==> src/design/dz_pkg.sv <==
package dz_pkg;

    // matrix geometry
    localparam int ROWS  = 8;
    localparam int COLS  = 8;
    localparam int ROW_W = 3;

    // level range, 0 is the smallest blob and MAX_LEVEL is fully lit
    localparam int LEVEL_W   = 4;
    localparam int MAX_LEVEL = 9;

    // temperature samples
    localparam int TEMP_W     = 8;
    localparam int LEVEL_STEP = 16;  // sample span per level

    // alarm hysteresis band
    localparam int ALARM_HI = 144;   // set at or above
    localparam int ALARM_LO = 128;   // clear below

    // per-frame display mode
    typedef enum logic [1:0] {
        DISP_OFF    = 2'd0,
        DISP_NORMAL = 2'd1,
        DISP_ALARM  = 2'd2
    } disp_mode_e;

    // encoder result as seen by the display driver
    typedef struct packed {
        logic [LEVEL_W-1:0] level;
        logic               alarm;
    } temp_status_t;

endpackage

==> src/design/dz_show.sv <==
module dz_show (
    input  logic                       clk,
    input  logic                       rst,
    input  logic                       st,
    input  dz_pkg::temp_status_t       status,
    output logic [dz_pkg::LEVEL_W-1:0] rom_level,
    output logic [dz_pkg::ROW_W-1:0]   rom_row,
    input  logic [dz_pkg::COLS-1:0]    pattern,
    output logic [dz_pkg::ROWS-1:0]    row,
    output logic [dz_pkg::COLS-1:0]    colg,
    output logic [dz_pkg::COLS-1:0]    colr
);

    logic [dz_pkg::ROW_W-1:0]   row_idx;     // row shown at the next edge
    logic [dz_pkg::LEVEL_W-1:0] level_q;
    dz_pkg::disp_mode_e         mode_q;
    dz_pkg::disp_mode_e         st_mode;
    dz_pkg::disp_mode_e         cur_mode;
    logic                       frame_start;
    logic [dz_pkg::COLS-1:0]    green;

    assign frame_start = (row_idx == '0);

    // mode taken from the live inputs, used only when a frame starts
    always_comb
    begin
        if (!st)
        begin
            st_mode = dz_pkg::DISP_OFF;
        end
        else if (status.alarm)
        begin
            st_mode = dz_pkg::DISP_ALARM;
        end
        else
        begin
            st_mode = dz_pkg::DISP_NORMAL;
        end
    end

    // row 0 already uses the values being latched
    assign cur_mode  = frame_start ? st_mode : mode_q;
    assign rom_level = frame_start ? status.level : level_q;
    assign rom_row   = row_idx;

    assign green = (cur_mode == dz_pkg::DISP_OFF) ? '0 : pattern;

    always_ff @(posedge clk or posedge rst)
    begin
        if (rst)
        begin
            row_idx <= '0;
            level_q <= '0;
            mode_q  <= dz_pkg::DISP_OFF;
            row     <= '1;  // nothing lit
            colg    <= '0;
            colr    <= '0;
        end
        else
        begin
            row_idx <= row_idx + dz_pkg::ROW_W'(1);  // wraps after 7
            if (frame_start)
            begin
                level_q <= status.level;
                mode_q  <= st_mode;
            end
            row  <= ~(dz_pkg::ROWS'(1) << row_idx);
            colg <= green;
            colr <= (cur_mode == dz_pkg::DISP_ALARM) ? green : '0;  // amber
        end
    end

endmodule

==> src/design/dz_top.sv <==
module dz_top (
    input  logic                      clk,
    input  logic                      rst,
    input  logic                      st,
    input  logic [dz_pkg::TEMP_W-1:0] sample,
    input  logic                      sample_valid,
    output logic [dz_pkg::ROWS-1:0]   row,
    output logic [dz_pkg::COLS-1:0]   colg,
    output logic [dz_pkg::COLS-1:0]   colr
);

    dz_pkg::temp_status_t       status;
    logic [dz_pkg::LEVEL_W-1:0] rom_level;
    logic [dz_pkg::ROW_W-1:0]   rom_row;
    logic [dz_pkg::COLS-1:0]    pattern;

    temp_level_enc i_enc (
        .clk          (clk),
        .rst          (rst),
        .sample       (sample),
        .sample_valid (sample_valid),
        .status       (status)
    );

    dz_show i_show (
        .clk       (clk),
        .rst       (rst),
        .st        (st),
        .status    (status),
        .rom_level (rom_level),
        .rom_row   (rom_row),
        .pattern   (pattern),
        .row       (row),
        .colg      (colg),
        .colr      (colr)
    );

    glyph_rom i_rom (
        .level   (rom_level),
        .row_idx (rom_row),
        .pattern (pattern)
    );

endmodule

==> src/design/glyph_rom.sv <==
module glyph_rom (
    input  logic [dz_pkg::LEVEL_W-1:0] level,
    input  logic [dz_pkg::ROW_W-1:0]   row_idx,
    output logic [dz_pkg::COLS-1:0]    pattern
);

    // blobs stay centered and grow outward with the level
    always_comb
    begin
        pattern = '0;  // blank rows and out-of-range levels
        case (level)
            4'd0:
            begin
                case (row_idx)
                    3'd3, 3'd4: pattern = 8'b0001_1000;
                    default:    pattern = '0;
                endcase
            end
            4'd1:
            begin
                case (row_idx)
                    3'd2, 3'd5: pattern = 8'b0001_1000;
                    3'd3, 3'd4: pattern = 8'b0011_1100;
                    default:    pattern = '0;
                endcase
            end
            4'd2:
            begin
                case (row_idx)
                    3'd2, 3'd3, 3'd4, 3'd5: pattern = 8'b0011_1100;
                    default:                pattern = '0;
                endcase
            end
            4'd3:
            begin
                case (row_idx)
                    3'd2, 3'd5: pattern = 8'b0011_1100;
                    3'd3, 3'd4: pattern = 8'b0111_1110;
                    default:    pattern = '0;
                endcase
            end
            4'd4:
            begin
                case (row_idx)
                    3'd1, 3'd6:             pattern = 8'b0011_1100;
                    3'd2, 3'd3, 3'd4, 3'd5: pattern = 8'b0111_1110;
                    default:                pattern = '0;
                endcase
            end
            4'd5:
            begin
                case (row_idx)
                    3'd0, 3'd7: pattern = '0;
                    default:    pattern = 8'b0111_1110;  // tall block
                endcase
            end
            4'd6:
            begin
                case (row_idx)
                    3'd0, 3'd7: pattern = 8'b0011_1100;
                    3'd1, 3'd6: pattern = 8'b0111_1110;
                    default:    pattern = 8'b1111_1111;
                endcase
            end
            4'd7:
            begin
                case (row_idx)
                    3'd0, 3'd7: pattern = 8'b0011_1100;
                    default:    pattern = 8'b1111_1111;
                endcase
            end
            4'd8:
            begin
                case (row_idx)
                    3'd0, 3'd7: pattern = 8'b0111_1110;  // only corners dark
                    default:    pattern = 8'b1111_1111;
                endcase
            end
            4'd9:
            begin
                pattern = 8'b1111_1111;
            end
            default:
            begin
                pattern = '0;
            end
        endcase
    end

endmodule

==> src/design/temp_level_enc.sv <==
module temp_level_enc (
    input  logic                      clk,
    input  logic                      rst,
    input  logic [dz_pkg::TEMP_W-1:0] sample,
    input  logic                      sample_valid,
    output dz_pkg::temp_status_t      status
);

    logic [dz_pkg::TEMP_W-1:0]  quot;
    logic [dz_pkg::LEVEL_W-1:0] level_next;
    logic                       alarm_next;

    // coarse level from the sample
    assign quot = sample / dz_pkg::TEMP_W'(dz_pkg::LEVEL_STEP);

    always_comb
    begin
        if (quot > dz_pkg::TEMP_W'(dz_pkg::MAX_LEVEL))
        begin
            level_next = dz_pkg::LEVEL_W'(dz_pkg::MAX_LEVEL);  // clamp
        end
        else
        begin
            level_next = quot[dz_pkg::LEVEL_W-1:0];
        end
    end

    // two thresholds, between them the flag holds
    always_comb
    begin
        if (sample >= dz_pkg::TEMP_W'(dz_pkg::ALARM_HI))
        begin
            alarm_next = 1'b1;
        end
        else if (sample < dz_pkg::TEMP_W'(dz_pkg::ALARM_LO))
        begin
            alarm_next = 1'b0;
        end
        else
        begin
            alarm_next = status.alarm;
        end
    end

    always_ff @(posedge clk or posedge rst)
    begin
        if (rst)
        begin
            status.level <= '0;
            status.alarm <= 1'b0;
        end
        else if (sample_valid)
        begin
            status.level <= level_next;
            status.alarm <= alarm_next;
        end
    end

endmodule

==> config.mk <==
export PLATFORM = sky130hd
export DESIGN_NAME = dz_top
export DESIGN_NICKNAME = d
export VERILOG_FILES = /design/src/design/dz_pkg.sv /design/src/design/dz_show.sv /design/src/design/dz_top.sv /design/src/design/glyph_rom.sv /design/src/design/temp_level_enc.sv
export SDC_FILE = /design/constraint.sdc
export NUM_CORES = 1
export LEC_CHECK = 0
export BUFFER_PORTS_ARGS = -buffer_cell sky130_fd_sc_hd__buf_2
export CAP_MARGIN = 0
export CORE_ASPECT_RATIO = 0.5
export CORE_MARGIN = 2
export CORE_UTILIZATION = 45
export CTS_CLUSTER_SIZE = 10
export DETAILED_ROUTE_END_ITERATION = 6
export PLACE_DENSITY_LB_ADDON = 0.15
export RECOVER_POWER = 50
export REMOVE_ABC_BUFFERS = 1
export SLEW_MARGIN = 20
export SYNTH_ARGS = -nofsm -noshare
export SYNTH_HDL_FRONTEND = slang
export SYNTH_SLANG_ARGS = --single-unit
==> constraint.sdc <==
create_clock -name clk -period 4.9 [get_ports clk]
set_clock_uncertainty 0.1 [all_clocks]
set_input_delay 0.49 -clock clk [delete_from_list [all_inputs] [get_ports clk]]
set_output_delay 0.49 -clock clk [all_outputs]
set_load 0.005 [all_outputs]
==> flow_summary.json <==
{
  "vias": 1119,
  "critPathArrivalTime_ps": 2680,
  "drv_slew": 31,
  "syn_inst": 149,
  "synth_top_area_share_pct": 36.0,
  "first_pass_iters": 4,
  "min_to": "i_enc.status[3]$_DFFE_PP0P_",
  "critical_path_class": "reg2reg",
  "vdd_ir_drop_max_mv": 0.148,
  "track_usage_pct": 17.8,
  "avgSynthCellArea_um2": 10.3,
  "maxCapViolations": 1,
  "hold_path.startpoint": "sample[7]",
  "hold_depth": 2,
  "yosys.area.top_type": "dfrtp_1",
  "grt_overflow": 0,
  "nNetsFinal": 192,
  "start_kind": "flip-flop",
  "hold_viol_final": 0,
  "netlist_top_cells_area": "dfrtp_1 (36%), dfstp_2 (14%), ha_1 (4.9%)",
  "r2r_slack_ps": 2270,
  "place_hpwl_mm": 2.29,
  "ant_nets": 0,
  "fin_setup_tns_ps": 0,
  "grt_pass1_wl_mm": 5.04,
  "drive_gt1_share_pct": 30.9,
  "synth_area_mm2": 0.00153,
  "yosysWarnings": 0,
  "grt_max_degree": 31,
  "postCtsHoldBufs": 0,
  "clock.fmax_mhz": 381,
  "hold_class": "in2reg",
  "gp_congestion": 0.889,
  "rsz0062_at_grt": "no",
  "fin_crit_ps": 2630,
  "setup_viol": 0,
  "row_count": 14,
  "initial_utilization_pct": 49.0,
  "synth_cell_types": 43,
  "antenna_found_initial": 0,
  "cts.sinks": 30,
  "failed_checks": "capacitance limit, slew limit",
  "die_w_um": 86.4,
  "ys_ff_latch": 30,
  "detail_route.vias_per_cell": 5.20,
  "cts_inserted_buffers": 5,
  "cts_resized": 0,
  "clk_pin_slew_worst_paths_ps": 60,
  "synthFlopType": "dfrtp_1",
  "end_kind": "flip-flop",
  "relSlewSlack_pct": -6.69,
  "drtIter0Drc": 112,
  "cts_max_path_buffers": 2,
  "rr_startpoint": "i_show.rom_row[0]$_DFF_PP0_",
  "drt_wl_total_mm": 3.11,
  "core_area_mm2": 0.00312,
  "cts_post_setup_buffers_inserted": 0,
  "r2r_end": "i_show.colr[4]$_DFF_PP0_",
  "pre_cts_slack_ps": 2300,
  "p_leak_nw": 0.843,
  "dieArea_mm2": 0.00391,
  "status": "complete, but fails checks",
  "cts_tree": "yes",
  "cts-htree-levels": 2,
  "clkLatencyLatePin_ps": 280,
  "drc": 0,
  "fin_ws_ps": 2270,
  "reg2regPathDepth": 9,
  "root_buffer": "clkbuf_8",
  "cp.required_ps": 4950,
  "synthArstFlopShare_pct": 100,
  "power_density_mw_per_mm2": 310,
  "grt_pass1_vias": 1039,
  "portBuffers": 31,
  "wl_per_cell_um": 14.5,
  "die_h_um": 45.2,
  "synth_edf_count": 0,
  "diodes": 0,
  "worst-path-max-fanout": 13,
  "worst_pin_slew_ps": 1600,
  "io_pins": 36,
  "post-route-period-util_pct": 53.6,
  "yosysSeqAreaShare_pct": 49.8,
  "area_growth_pct": 13.0
}
## metal layers
layer	vias to the layer above	GRT usage, %	share of wire [%]
met1	530	24.2	51
li1	552	-	-
met2	33	27.1	43
met3	4	6.03	5.2
met5	-	0	0
met4	0	5.94	1.2
## layout make-up
class,count,area (um2)
clock buffers,7,86.3
repair buffers,32,156
clock inverters,1,5.00
flip-flops and latches,30,761
fillers,288,1390
multi-input cells,90,612
inverters,15,56.3
well taps,40,50.0
## flip-flops by register name, summed over array words and instances, names as in the netlist
signal and count:
i_show.row 8, i_show.level_q 4, i_show.colr 4, i_enc.status 5, i_show.rom_row 3, i_show.mode_q 2, i_show.colg 4
## kinds of logic after synthesis
kind of cell	Yosys count	share of synthesized area, %
DFF	30	49.8
buffers and inverters	29	10.2
adders and majority gates	6	4.91
muxes	5	3.93
AOI/OAI and AO/OA	27	13.2
and+or+nand+nor	52	18.0
## synthesized netlist by cell type, types with 2 or more instances
| cell type | count |
|---|---|
| dfrtp_1 | 22 |
| nor2_1 | 15 |
| inv_1 | 13 |
| nand2_1 | 12 |
| buf_4 | 8 |
| dfstp_2 | 8 |
| a21oi_1 | 6 |
| ha_1 | 6 |
| o21ai_0 | 5 |
| nor2b_1 | 4 |
| nor3_1 | 4 |
| or3_1 | 4 |
| a31oi_1 | 3 |
| nand3_1 | 3 |
| a2111oi_2 | 2 |
| a221o_1 | 2 |
| buf_6 | 2 |
| clkbuf_1 | 2 |
| inv_2 | 2 |
| mux2i_1 | 2 |
| nand3b_1 | 2 |
## layout by cell type, fill, tap and decap left out, types with 2 or more instances in the layout
| cell | count |
|---|---|
| or3_1 | 4 |
| a21oi_1 | 6 |
| nand3b_1 | 2 |
| inv_2 | 2 |
| a31oi_1 | 3 |
| clkbuf_8 | 6 |
| nand3_1 | 3 |
| buf_2 | 29 |
| mux2i_1 | 2 |
| nor2_1 | 15 |
| ha_1 | 6 |
| o21ai_0 | 5 |
| a221o_1 | 2 |
| a2111oi_2 | 2 |
| clkbuf_1 | 4 |
| dfstp_2 | 8 |
| inv_1 | 13 |
| dfrtp_1 | 22 |
| nor2b_1 | 4 |
| nand2_1 | 12 |
| nor3_1 | 4 |
## metrics by stage
step / hold slack, ps / std cells / cell area (um2) / utilization [%] / power, W
global route: 357 / 215 / 1730 / 55.4 / 0.000559
floorplan: 353 / 135 / 1430 / - / 0.000313
detailed placement: 393 / 207 / 1640 / 52.6 / 0.000337
global placement: 375 / 207 / 1640 / 52.6 / 0.000334
finish: 353 / 215 / 1730 / 55.4 / 0.000535
CTS: 191 / 215 / 1730 / 55.6 / 0.000541
## worst max-delay path, cell delays in order (launching register included)
cell       delay (ps)
dfrtp_1           400
inv_1             110
ha_1              360
and2b_4           310
inv_2             140
a21oi_1           260
inv_1             150
mux2i_1           160
a2111oi_2         420
nor2_1             80
## report_power, final
part,switching (W),internal [W]
Clock,0.0000897,0.000113
Sequential,0.0000103,0.000260
Combinational,0.0000343,0.0000275
Total,0.000134,0.000400
## worst max path at each step
stage / from / end / slack, ps / cells after the start
2_1_floorplan: i_show.rom_row[0]$_DFF_PP0_ / i_show.colg[4]$_DFF_PP0_ / 2680 / 9
3_3_place_gp: i_show.rom_row[0]$_DFF_PP0_ / i_show.colg[4]$_DFF_PP0_ / 2320 / 9
3_5_place_dp: i_show.rom_row[0]$_DFF_PP0_ / i_show.colr[4]$_DFF_PP0_ / 2300 / 9
4_1_cts: i_show.rom_row[0]$_DFF_PP0_ / i_show.colr[4]$_DFF_PP0_ / 2270 / 9
5_1_grt: i_show.rom_row[0]$_DFF_PP0_ / i_show.colr[4]$_DFF_PP0_ / 2020 / 9
6_report: i_show.rom_row[0]$_DFF_PP0_ / i_show.colr[4]$_DFF_PP0_ / 2270 / 9
Note: power is estimated with default switching activity, not from simulation.
